$ cat src/rtl/line_code_pkg.sv
// 8b/10b line code constants, imported by the receive datapath and the testbench model
package line_code_pkg;

    // ----------------------------------------------------------------------
    // bit order
    // ----------------------------------------------------------------------
    // code group bit 0 is a, the first bit on the wire
    // bits 0..9 carry a b c d e i f g h j
    // byte bit 0 is A, bit 7 is H

    // width of one code group
    localparam int WORD_W = 10;
    // width of one decoded byte
    localparam int BYTE_W = 8;

    // ----------------------------------------------------------------------
    // comma detection
    // ----------------------------------------------------------------------
    // comma spans a b c d e i f
    localparam int COMMA_W = 7;

    // stored with a in bit 0
    // on the wire these read 0011111 and 1100000
    localparam logic [COMMA_W-1:0] COMMA_NEG = 7'b1111100;
    localparam logic [COMMA_W-1:0] COMMA_POS = 7'b0000011;

    // ----------------------------------------------------------------------
    // K codes that hold a comma
    // ----------------------------------------------------------------------
    localparam logic [BYTE_W-1:0] K28_1 = 8'h3C;
    // idle comma
    localparam logic [BYTE_W-1:0] K28_5 = 8'hBC;
    localparam logic [BYTE_W-1:0] K28_7 = 8'hFC;

endpackage

$ cat src/rtl/rx_status_pkg.sv
// receive status types and defaults, imported by the checker, the output stage and the top
package rx_status_pkg;

    // ----------------------------------------------------------------------
    // running disparity
    // ----------------------------------------------------------------------
    // link starts at negative after reset
    typedef enum logic {
        RD_NEG = 1'b0,
        RD_POS = 1'b1
    } rd_t;

    // ----------------------------------------------------------------------
    // error counter
    // ----------------------------------------------------------------------
    // default width, top level may override
    localparam int DEFAULT_ERR_COUNT_W = 8;

endpackage

$ cat src/rtl/comma_aligner.sv
// receive input stage, finds the comma in the raw word stream and emits aligned code groups
module comma_aligner
    import line_code_pkg::*;
(
    input  logic              i_decode_clk,
    input  logic              i_decode_reset,
    input  logic [WORD_W-1:0] i_rx_word,
    input  logic              i_rx_valid,
    output logic [WORD_W-1:0] o_aligned_word,
    output logic              o_aligned_valid,
    output logic              o_locked
);

    localparam int OFF_W = $clog2(WORD_W);

    // previous word, older half of the window
    logic [WORD_W-1:0]   prev_word;
    // oldest bit sits at position 0
    logic [2*WORD_W-1:0] window;
    // current lock offset
    logic [OFF_W-1:0]    lock_off;
    // comma search result
    logic                hit;
    logic [OFF_W-1:0]    hit_off;
    // offset used for this word
    logic [OFF_W-1:0]    sel_off;

    assign window = {i_rx_word, prev_word};

    // ----------------------------------------------------------------------
    // comma search over offsets 0..9
    // ----------------------------------------------------------------------
    // walks down so the lowest offset wins
    always_comb begin
        hit     = 1'b0;
        hit_off = '0;
        for (int k = WORD_W - 1; k >= 0; k--) begin
            if (window[k +: COMMA_W] == COMMA_NEG ||
                window[k +: COMMA_W] == COMMA_POS) begin
                hit     = 1'b1;
                hit_off = OFF_W'(k);
            end
        end
    end

    // new comma takes effect at once so the comma group passes through
    assign sel_off = hit ? hit_off : lock_off;

    // ----------------------------------------------------------------------
    // lock state
    // ----------------------------------------------------------------------
    always_ff @(posedge i_decode_clk or posedge i_decode_reset) begin
        if (i_decode_reset) begin
            prev_word       <= '0;
            lock_off        <= '0;
            o_locked        <= 1'b0;
            o_aligned_valid <= 1'b0;
        end else begin
            // strobe only once a comma has been seen
            o_aligned_valid <= i_rx_valid && (o_locked || hit);
            if (i_rx_valid) begin
                prev_word <= i_rx_word;
                // relock on a comma at any offset
                if (hit) begin
                    o_locked <= 1'b1;
                    lock_off <= hit_off;
                end
            end
        end
    end

    // aligned group register
    always_ff @(posedge i_decode_clk or posedge i_decode_reset) begin
        if (i_decode_reset) begin
            o_aligned_word <= '0;
        end else if (i_rx_valid) begin
            o_aligned_word <= window[sel_off +: WORD_W];
        end
    end

    // ----------------------------------------------------------------------
    // checks
    // ----------------------------------------------------------------------
    // every aligned group comes from a word taken while locked
    a_valid_locked : assert property (
        @(posedge i_decode_clk) disable iff (i_decode_reset)
        o_aligned_valid |-> o_locked && $past(i_rx_valid)
    );

endmodule

$ cat src/rtl/decode_8b10b.sv
// 8b/10b decoder, turns one aligned code group into a byte and a K flag after one register
module decode_8b10b (
    input  logic i_decode_clk,
    input  logic i_decode_reset,
    input  logic i_datain_valid,
    // code group, a first on the wire
    input  logic ai, bi, ci, di, ei, ii,
    input  logic fi, gi, hi, ji,
    output logic o_comma_k,
    // decoded byte, H is the msb
    output logic HO, GO, FO, EO, DO, CO, BO, AO
);

    // ----------------------------------------------------------------------
    // 6b classification
    // ----------------------------------------------------------------------
    logic aneb, cned, eei;
    // ones count in abcd, one three or two
    logic p13, p31, p22;

    assign aneb = ai ^ bi;
    assign cned = ci ^ di;
    assign eei  = ~(ei ^ ii);

    assign p13 = (aneb & ~ci & ~di) | (cned & ~ai & ~bi);
    assign p31 = (aneb & ci & di) | (cned & ai & bi);
    assign p22 = (ai & bi & ~ci & ~di) | (ci & di & ~ai & ~bi) | (aneb & cned);

    // ----------------------------------------------------------------------
    // K detection
    // ----------------------------------------------------------------------
    logic ika, ikb, ikc;

    // K28.y, cdei all equal
    assign ika = (ci & di & ei & ii) | (~ci & ~di & ~ei & ~ii);
    // K23/27/29/30 from either disparity
    assign ikb = p13 & ~ei & ii & gi & hi & ji;
    assign ikc = p31 & ei & ~ii & ~gi & ~hi & ~ji;

    // ----------------------------------------------------------------------
    // 5b decode
    // ----------------------------------------------------------------------
    logic or121, or122, or123, or124, or125, or126, or127;
    // invert masks for a..e
    logic xa, xb, xc, xd, xe;

    assign or121 = (p22 & ~ai & ~ci & eei) | (p13 & ~ei);
    assign or122 = (ai & bi & ei & ii) | (~ci & ~di & ~ei & ~ii) | (p31 & ii);
    assign or123 = (p31 & ii) | (p22 & bi & ci & eei) | (p13 & di & ei & ii);
    assign or124 = (p22 & ai & ci & eei) | (p13 & ~ei);
    assign or125 = (p13 & ~ei) | (~ci & ~di & ~ei & ~ii) | (~ai & ~bi & ~ei & ~ii);
    assign or126 = (p22 & ~ai & ~ci & eei) | (p13 & ~ii);
    assign or127 = (p13 & di & ei & ii) | (p22 & ~bi & ~ci & eei);

    assign xa = or127 | or121 | or122;
    assign xb = or122 | or123 | or124;
    assign xc = or121 | or123 | or125;
    assign xd = or122 | or124 | or127;
    assign xe = or125 | or126 | or127;

    // ----------------------------------------------------------------------
    // 3b decode
    // ----------------------------------------------------------------------
    // K28 with h != j, flips all of fgh
    logic ior134;
    logic or131, or132, or133, or134;
    // invert masks for f..h
    logic xf, xg, xh;

    assign ior134 = ~(hi & ji) & ~(~hi & ~ji) & ~ci & ~di & ~ei & ~ii;

    assign or131 = (gi & hi & ji) | (fi & hi & ji) | ior134;
    assign or132 = (fi & gi & ji) | (~fi & ~gi & ~hi) | (~fi & ~gi & hi & ji);
    assign or133 = (~fi & ~hi & ~ji) | ior134 | (~gi & ~hi & ~ji);
    assign or134 = (~gi & ~hi & ~ji) | (fi & hi & ji) | ior134;

    assign xf = or131 | or132;
    assign xg = or132 | or133;
    assign xh = or132 | or134;

    // ----------------------------------------------------------------------
    // output registers
    // ----------------------------------------------------------------------
    // K flag
    always_ff @(posedge i_decode_clk or posedge i_decode_reset) begin
        if (i_decode_reset) begin
            o_comma_k <= 1'b0;
        end else if (i_datain_valid) begin
            o_comma_k <= ika | ikb | ikc;
        end
    end

    // decoded byte, loaded with each valid group
    always_ff @(posedge i_decode_clk or posedge i_decode_reset) begin
        if (i_decode_reset) begin
            AO <= 1'b0;
            BO <= 1'b0;
            CO <= 1'b0;
            DO <= 1'b0;
            EO <= 1'b0;
            FO <= 1'b0;
            GO <= 1'b0;
            HO <= 1'b0;
        end else if (i_datain_valid) begin
            AO <= xa ^ ai;
            BO <= xb ^ bi;
            CO <= xc ^ ci;
            DO <= xd ^ di;
            EO <= xe ^ ei;
            FO <= xf ^ fi;
            GO <= xg ^ gi;
            HO <= xh ^ hi;
        end
    end

endmodule

$ cat src/rtl/disparity_checker.sv
// receive checker, tracks running disparity and flags code and disparity errors per group
module disparity_checker
    import line_code_pkg::*;
    import rx_status_pkg::*;
(
    input  logic              i_decode_clk,
    input  logic              i_decode_reset,
    input  logic [WORD_W-1:0] i_word,
    input  logic              i_valid,
    output logic              o_disp_err,
    output logic              o_code_err,
    output logic              o_valid
);

    // balanced sub-blocks that still carry a polarity, a in bit 0
    // abcdei 111000 and 000111
    localparam logic [5:0] SUB6_NEG = 6'b000111;
    localparam logic [5:0] SUB6_POS = 6'b111000;
    // fghj 1100 and 0011
    localparam logic [3:0] SUB4_NEG = 4'b0011;
    localparam logic [3:0] SUB4_POS = 4'b1100;

    rd_t  rd;
    rd_t  rd_mid;
    rd_t  rd_next;
    logic code6, disp6;
    logic code4, disp4;

    // ----------------------------------------------------------------------
    // sub-block rule
    // ----------------------------------------------------------------------
    // mid is the balanced ones count of the sub-block
    // end disparity follows the received sub-block, even on an error
    function automatic void judge(
        input  int unsigned ones,
        input  int unsigned mid,
        input  logic        sp_neg,
        input  logic        sp_pos,
        input  rd_t         rd_in,
        output logic        code_err,
        output logic        disp_err,
        output rd_t         rd_out
    );
        code_err = 1'b0;
        disp_err = 1'b0;
        rd_out   = rd_in;
        if (sp_neg) begin
            disp_err = (rd_in == RD_POS);
            rd_out   = RD_NEG;
        end else if (sp_pos) begin
            disp_err = (rd_in == RD_NEG);
            rd_out   = RD_POS;
        end else if (ones == mid + 1) begin
            disp_err = (rd_in == RD_POS);
            rd_out   = RD_POS;
        end else if (ones + 1 == mid) begin
            disp_err = (rd_in == RD_NEG);
            rd_out   = RD_NEG;
        end else if (ones != mid) begin
            code_err = 1'b1;
            rd_out   = (ones > mid) ? RD_POS : RD_NEG;
        end
    endfunction

    // 4b judged against the disparity left by the 6b
    always_comb begin
        judge($countones(i_word[5:0]), 3, i_word[5:0] == SUB6_NEG,
              i_word[5:0] == SUB6_POS, rd, code6, disp6, rd_mid);
        judge($countones(i_word[9:6]), 2, i_word[9:6] == SUB4_NEG,
              i_word[9:6] == SUB4_POS, rd_mid, code4, disp4, rd_next);
    end

    // ----------------------------------------------------------------------
    // registers, in step with the decoder
    // ----------------------------------------------------------------------
    always_ff @(posedge i_decode_clk or posedge i_decode_reset) begin
        if (i_decode_reset) begin
            rd         <= RD_NEG;
            o_valid    <= 1'b0;
            o_code_err <= 1'b0;
            o_disp_err <= 1'b0;
        end else begin
            o_valid    <= i_valid;
            o_code_err <= i_valid && (code6 || code4);
            o_disp_err <= i_valid && (disp6 || disp4);
            if (i_valid) begin
                rd <= rd_next;
            end
        end
    end

    // flags only ever travel with a group
    a_err_with_valid : assert property (
        @(posedge i_decode_clk) disable iff (i_decode_reset)
        !o_valid |-> !(o_disp_err || o_code_err)
    );

endmodule

$ cat src/rtl/rx_byte_output.sv
// receive output stage, registers the decoded byte and flags under one strobe and counts errors
module rx_byte_output
    import line_code_pkg::*;
    import rx_status_pkg::*;
#(
    parameter int ERR_COUNT_W = DEFAULT_ERR_COUNT_W
) (
    input  logic                   i_decode_clk,
    input  logic                   i_decode_reset,
    input  logic [BYTE_W-1:0]      i_byte,
    input  logic                   i_is_k,
    input  logic                   i_disp_err,
    input  logic                   i_code_err,
    input  logic                   i_valid,
    output logic [BYTE_W-1:0]      o_byte,
    output logic                   o_is_k,
    output logic                   o_disp_err,
    output logic                   o_code_err,
    output logic                   o_byte_valid,
    output logic [ERR_COUNT_W-1:0] o_error_count
);

    // group carries at least one error flag
    logic bad_group;

    assign bad_group = i_valid && (i_disp_err || i_code_err);

    // ----------------------------------------------------------------------
    // flags, strobe and counter
    // ----------------------------------------------------------------------
    always_ff @(posedge i_decode_clk or posedge i_decode_reset) begin
        if (i_decode_reset) begin
            o_byte_valid  <= 1'b0;
            o_is_k        <= 1'b0;
            o_disp_err    <= 1'b0;
            o_code_err    <= 1'b0;
            o_error_count <= '0;
        end else begin
            o_byte_valid <= i_valid;
            if (i_valid) begin
                o_is_k     <= i_is_k;
                o_disp_err <= i_disp_err;
                o_code_err <= i_code_err;
            end
            // saturates at all ones
            if (bad_group && !(&o_error_count)) begin
                o_error_count <= o_error_count + 1'b1;
            end
        end
    end

    // byte payload
    always_ff @(posedge i_decode_clk or posedge i_decode_reset) begin
        if (i_decode_reset) begin
            o_byte <= '0;
        end else if (i_valid) begin
            o_byte <= i_byte;
        end
    end

    a_count_monotonic : assert property (
        @(posedge i_decode_clk) disable iff (i_decode_reset)
        o_error_count >= $past(o_error_count)
    );

endmodule

$ cat src/rtl/decode_rx_top.sv
// receive top level, joins the comma aligner, decoder, disparity checker and output stage
module decode_rx_top
    import line_code_pkg::*;
    import rx_status_pkg::*;
#(
    parameter int ERR_COUNT_W = DEFAULT_ERR_COUNT_W
) (
    input  logic                   i_decode_clk,
    input  logic                   i_decode_reset,
    input  logic [WORD_W-1:0]      i_rx_word,
    input  logic                   i_rx_valid,
    output logic [BYTE_W-1:0]      o_byte,
    output logic                   o_is_k,
    output logic                   o_disp_err,
    output logic                   o_code_err,
    output logic                   o_byte_valid,
    output logic [ERR_COUNT_W-1:0] o_error_count,
    output logic                   o_locked
);

    // ----------------------------------------------------------------------
    // aligner to decoder and checker
    // ----------------------------------------------------------------------
    logic [WORD_W-1:0] aligned_word;
    logic              aligned_valid;

    // ----------------------------------------------------------------------
    // decoder and checker to output stage
    // ----------------------------------------------------------------------
    logic [BYTE_W-1:0] dec_byte;
    logic              comma_k;
    logic              disp_err;
    logic              code_err;
    logic              check_valid;

    comma_aligner u_aligner (
        .i_decode_clk    (i_decode_clk),
        .i_decode_reset  (i_decode_reset),
        .i_rx_word       (i_rx_word),
        .i_rx_valid      (i_rx_valid),
        .o_aligned_word  (aligned_word),
        .o_aligned_valid (aligned_valid),
        .o_locked        (o_locked)
    );

    // group bits a..j in word order
    decode_8b10b u_decoder (
        .i_decode_clk   (i_decode_clk),
        .i_decode_reset (i_decode_reset),
        .i_datain_valid (aligned_valid),
        .ai (aligned_word[0]), .bi (aligned_word[1]), .ci (aligned_word[2]),
        .di (aligned_word[3]), .ei (aligned_word[4]), .ii (aligned_word[5]),
        .fi (aligned_word[6]), .gi (aligned_word[7]), .hi (aligned_word[8]),
        .ji (aligned_word[9]),
        .o_comma_k      (comma_k),
        .HO (dec_byte[7]), .GO (dec_byte[6]), .FO (dec_byte[5]), .EO (dec_byte[4]),
        .DO (dec_byte[3]), .CO (dec_byte[2]), .BO (dec_byte[1]), .AO (dec_byte[0])
    );

    disparity_checker u_checker (
        .i_decode_clk   (i_decode_clk),
        .i_decode_reset (i_decode_reset),
        .i_word         (aligned_word),
        .i_valid        (aligned_valid),
        .o_disp_err     (disp_err),
        .o_code_err     (code_err),
        .o_valid        (check_valid)
    );

    rx_byte_output #(
        .ERR_COUNT_W (ERR_COUNT_W)
    ) u_output (
        .i_decode_clk   (i_decode_clk),
        .i_decode_reset (i_decode_reset),
        .i_byte         (dec_byte),
        .i_is_k         (comma_k),
        .i_disp_err     (disp_err),
        .i_code_err     (code_err),
        .i_valid        (check_valid),
        .o_byte         (o_byte),
        .o_is_k         (o_is_k),
        .o_disp_err     (o_disp_err),
        .o_code_err     (o_code_err),
        .o_byte_valid   (o_byte_valid),
        .o_error_count  (o_error_count)
    );

endmodule

$ cat config.mk
export PLATFORM = sky130hd
export DESIGN_NAME = decode_rx_top
export DESIGN_NICKNAME = d
export VERILOG_FILES = /design/src/rtl/line_code_pkg.sv /design/src/rtl/rx_status_pkg.sv /design/src/rtl/comma_aligner.sv /design/src/rtl/decode_8b10b.sv /design/src/rtl/disparity_checker.sv /design/src/rtl/rx_byte_output.sv /design/src/rtl/decode_rx_top.sv
export SDC_FILE = /design/constraint.sdc
export NUM_CORES = 1
export LEC_CHECK = 0
export CORE_MARGIN = 2
export CORE_UTILIZATION = 30
export CTS_CLUSTER_SIZE = 8
export DETAILED_ROUTE_END_ITERATION = 7
export DONT_BUFFER_PORTS = 1
export GPL_ROUTABILITY_DRIVEN = 0
export GPL_TIMING_DRIVEN = 0
export SYNTH_ARGS = -nofsm -noshare
export SYNTH_HDL_FRONTEND = slang
export SYNTH_HIERARCHICAL = 1
export SYNTH_SLANG_ARGS = --single-unit
$ cat constraint.sdc
create_clock -name i_decode_clk -period 8.85 [get_ports i_decode_clk]
set_input_delay 1.77 -clock i_decode_clk [delete_from_list [all_inputs] [get_ports i_decode_clk]]
set_output_delay 1.77 -clock i_decode_clk [all_outputs]
set_load 0.1 [all_outputs]
==> impl_metrics.yaml <==
run_status:
  status: "finished, final reports clean"
route:
  drcViolationCount: 0
  avgViaCountPerCell: 5.50
  wl_per_cell_um: 16.2
  routed-via-count: 4082
  drtIter0Drc: 352
  drt_wl_total_mm: 12.0
  final_antenna_net_count: 0
  drtPass1Iterations: 8
cells_and_area:
  drive_above_1_share_pct: 18.8
  layout.cells.most_common_list: "dfrtp_1 (59), nor2_1 (43), nand2_1 (39)"
  area_growth_pct: 12.5
  layout_commonest_cell: "dfrtp_1"
  post-route-cell-area_mm2: 0.00537
  n_fill_cell: 1592
  antenna_cells: 0
  fin_nets: 554
synth:
  synth.distinct_cells: 91
  synth_area_leaders: "dfrtp_1 (31%), mux2i_1 (6.7%), mux2_2 (6.6%)"
  synthCells: 511
  synth-edff-count: 0
  synth_top_area_share_pct: 30.9
  synthArstFlopShare_pct: 100
  synth_nets: 543
  synth_top_flop_cell: "dfrtp_1"
  synth.largest_area_cell: "dfrtp_1"
  avgSynthCellArea_um2: 9.34
  synth-seq-cells: 59
  syn-cell-area_mm2: 0.00477
  yosysWarnings: 6
  yosysSeqAreaShare_pct: 30.9
sta:
  fmax_mhz: 229
  slew_headroom_pct: 27.6
  maxSlewViolCount: 0
  finalCritPeriodShare_pct: 49.4
  skew_ns: 0.00848
  hold_viol_final: 0
  fin_crit_ns: 4.38
  rsz0062_at_grt: "false"
  setup_viol: 0
  worst_pin_slew_ns: 1.08
  fin_tns_setup_ns: 0
clock_tree:
  cts_tree: "done"
  clk_latency_ns: 0.33
  post-cts-setup-buffers: 0
  ctsHoldBuffers: 0
  cts.sinks: 59
  cts_buffer_depth: 2
  cts.clk_slew.worst_paths_ns: 0.05
  cts-htree-levels: 3
  root_buffer: "clkbuf_16"
  cts.repair.resized: 0
  cts_buffers: 9
setup_path:
  path_cells: "clkbuf_1 -> nand2_1 -> o2111ai_1 -> o31a_1 -> a311oi_2 -> nor2_2 -> buf_4 -> mux2_1 -> mux2_2 -> a22oi_1 -> a31oi_1"
  critPathMaxFanout: 10
  worst_setup_path_end_kind: "flop"
  cp.required_ns: 9.03
  slowest_delay_ns: 0.40
  crit_family: "compound AO/OA/AOI/OAI gates"
  worstSetupPathType: "in2reg"
  crit_arrival_ns: 4.55
  start_kind: "input port"
  slowest_stage: "clkbuf_1"
  cp_num_buf_inv: 2
global_route:
  grt_pass1_vias: 4006
  grt_pass1_wl_mm: 20.0
  grt_max_degree: 27
  grtUsageTotal_pct: 14.8
  antenna_found_initial: 0
  overflow: 0
placed_design:
  place_hpwl_mm: 8.99
  port_buffers: 0
  placed_area_mm2: 0.00504
floorplan:
  initial_utilization_pct: 30.4
  rows: 46
  dieArea_mm2: 0.0169
  fp.coreArea_mm2: 0.0157
  ios: 34
  die_x_um: 130
  die_y_um: 130
pwr:
  ir_drop_mv: 0.159
  leakage_nw: 2.24
  powerDensity_mw_per_mm2: 383
worst_hold_path:
  worstHoldPathType: "reg2reg"
run:
  maxCapViolCount: 0
## per-layer routing
metal	wire, um	GRT usage, %
met5	0	0
met4	193	4.87
met3	823	4.10
met2	5760	25.1
met1	5230	18.0
## worst paths after layout
| path | slack, ns | endpoint | cells past startpoint | from |
|---|---|---|---|---|
| max reg2reg | 5.29 | u_checker/o_disp_err$_DFF_PP0_ | 14 | u_aligner/o_aligned_word[0]$_DFFE_PP0P_ |
| max | 4.47 | u_aligner/o_aligned_word[3]$_DFFE_PP0P_ | 11 | i_rx_word[0] |
| max in group asynchronous | 6.58 | u_aligner/lock_off[0]$_DFFE_PP0P_ | 1 | i_decode_reset |
| min | 0.47 | u_output/o_byte_valid$_DFF_PP0_ | 0 | u_checker/o_valid$_DFF_PP0_ |
| min reg2reg | 0.47 | u_output/o_byte_valid$_DFF_PP0_ | 0 | u_checker/o_valid$_DFF_PP0_ |
| min in group asynchronous | 1.21 | u_checker/rd$_DFFE_PP0P_ | 1 | i_decode_reset |
## area by class of cell
| cell class | instances | area (um^2) | area share, % |
|---|---|---|---|
| clock inverters | 4 | 73.8 | 1.37 |
| inverters | 32 | 120 | 2.24 |
| plain buffers | 34 | 193 | 3.59 |
| clock buffers | 11 | 253 | 4.71 |
| multi-input cells | 386 | 2980 | 55.6 |
| well taps | 216 | 270 | 5.03 |
| flip-flops and latches | 59 | 1480 | 27.5 |
## report_power, final
| part | internal [mW] | leakage (nW) | total, mW | switching [mW] |
|---|---|---|---|---|
| Combinational | 0.428 | 1.38 | 0.933 | 0.505 |
| Sequential | 0.355 | 0.703 | 0.738 | 0.383 |
| Clock | 0.260 | 0.162 | 0.383 | 0.123 |
| Total | 1.04 | 2.24 | 2.05 | 1.01 |
## flip-flops by register name (all words and copies together), names as in the netlist, 4 cells and up
name and cells:
u_aligner/o_aligned_word 10, u_aligner/prev_word 10, u_output/o_byte 8, u_output/o_error_count 8, u_aligner/lock_off 4
## cell usage after synthesis (5+ instances only)
cell,n
inv_1,32
a21oi_1,13
a22oi_1,5
nand4_1,12
ha_1,15
nor2b_1,12
buf_2,13
dfrtp_1,59
mux2i_1,32
nor2_1,43
nand3_1,17
a211oi_1,7
clkbuf_1,10
o221ai_1,5
buf_4,7
mux2_2,28
o21ai_0,13
nand2_1,39
a31oi_1,10
nor3_1,5
## metrics by stage
| stage | setup WS (ns) | hold WS, ns | power (mW) | utilization, % | cells |
|---|---|---|---|---|---|
| CTS | 4.53 | 0.467 | 2.06 | 34.2 | 742 |
| finish | 4.47 | 0.466 | 2.05 | 34.2 | 742 |
| floorplan | 4.70 | 0.411 | 1.47 | - | 511 |
| global route | 4.32 | 0.494 | 2.21 | 34.2 | 742 |
| detailed placement | 4.18 | 0.455 | 1.66 | 32.1 | 727 |
| global placement | 4.22 | 0.439 | 1.62 | 32.1 | 727 |
## cell families (layout without fill, tap and decap cells)
family,after synthesis,after routing,share of synthesized area [%]
flops,59,59,30.9
fa+ha+maj,20,20,5.82
xor+xnor,4,4,0.734
mux,68,68,16.2
buf+inv,66,81,6.55
compound gates,115,115,19.0
simple gates,179,179,20.8
No activity file was read; power rests on OpenSTA's default activity.
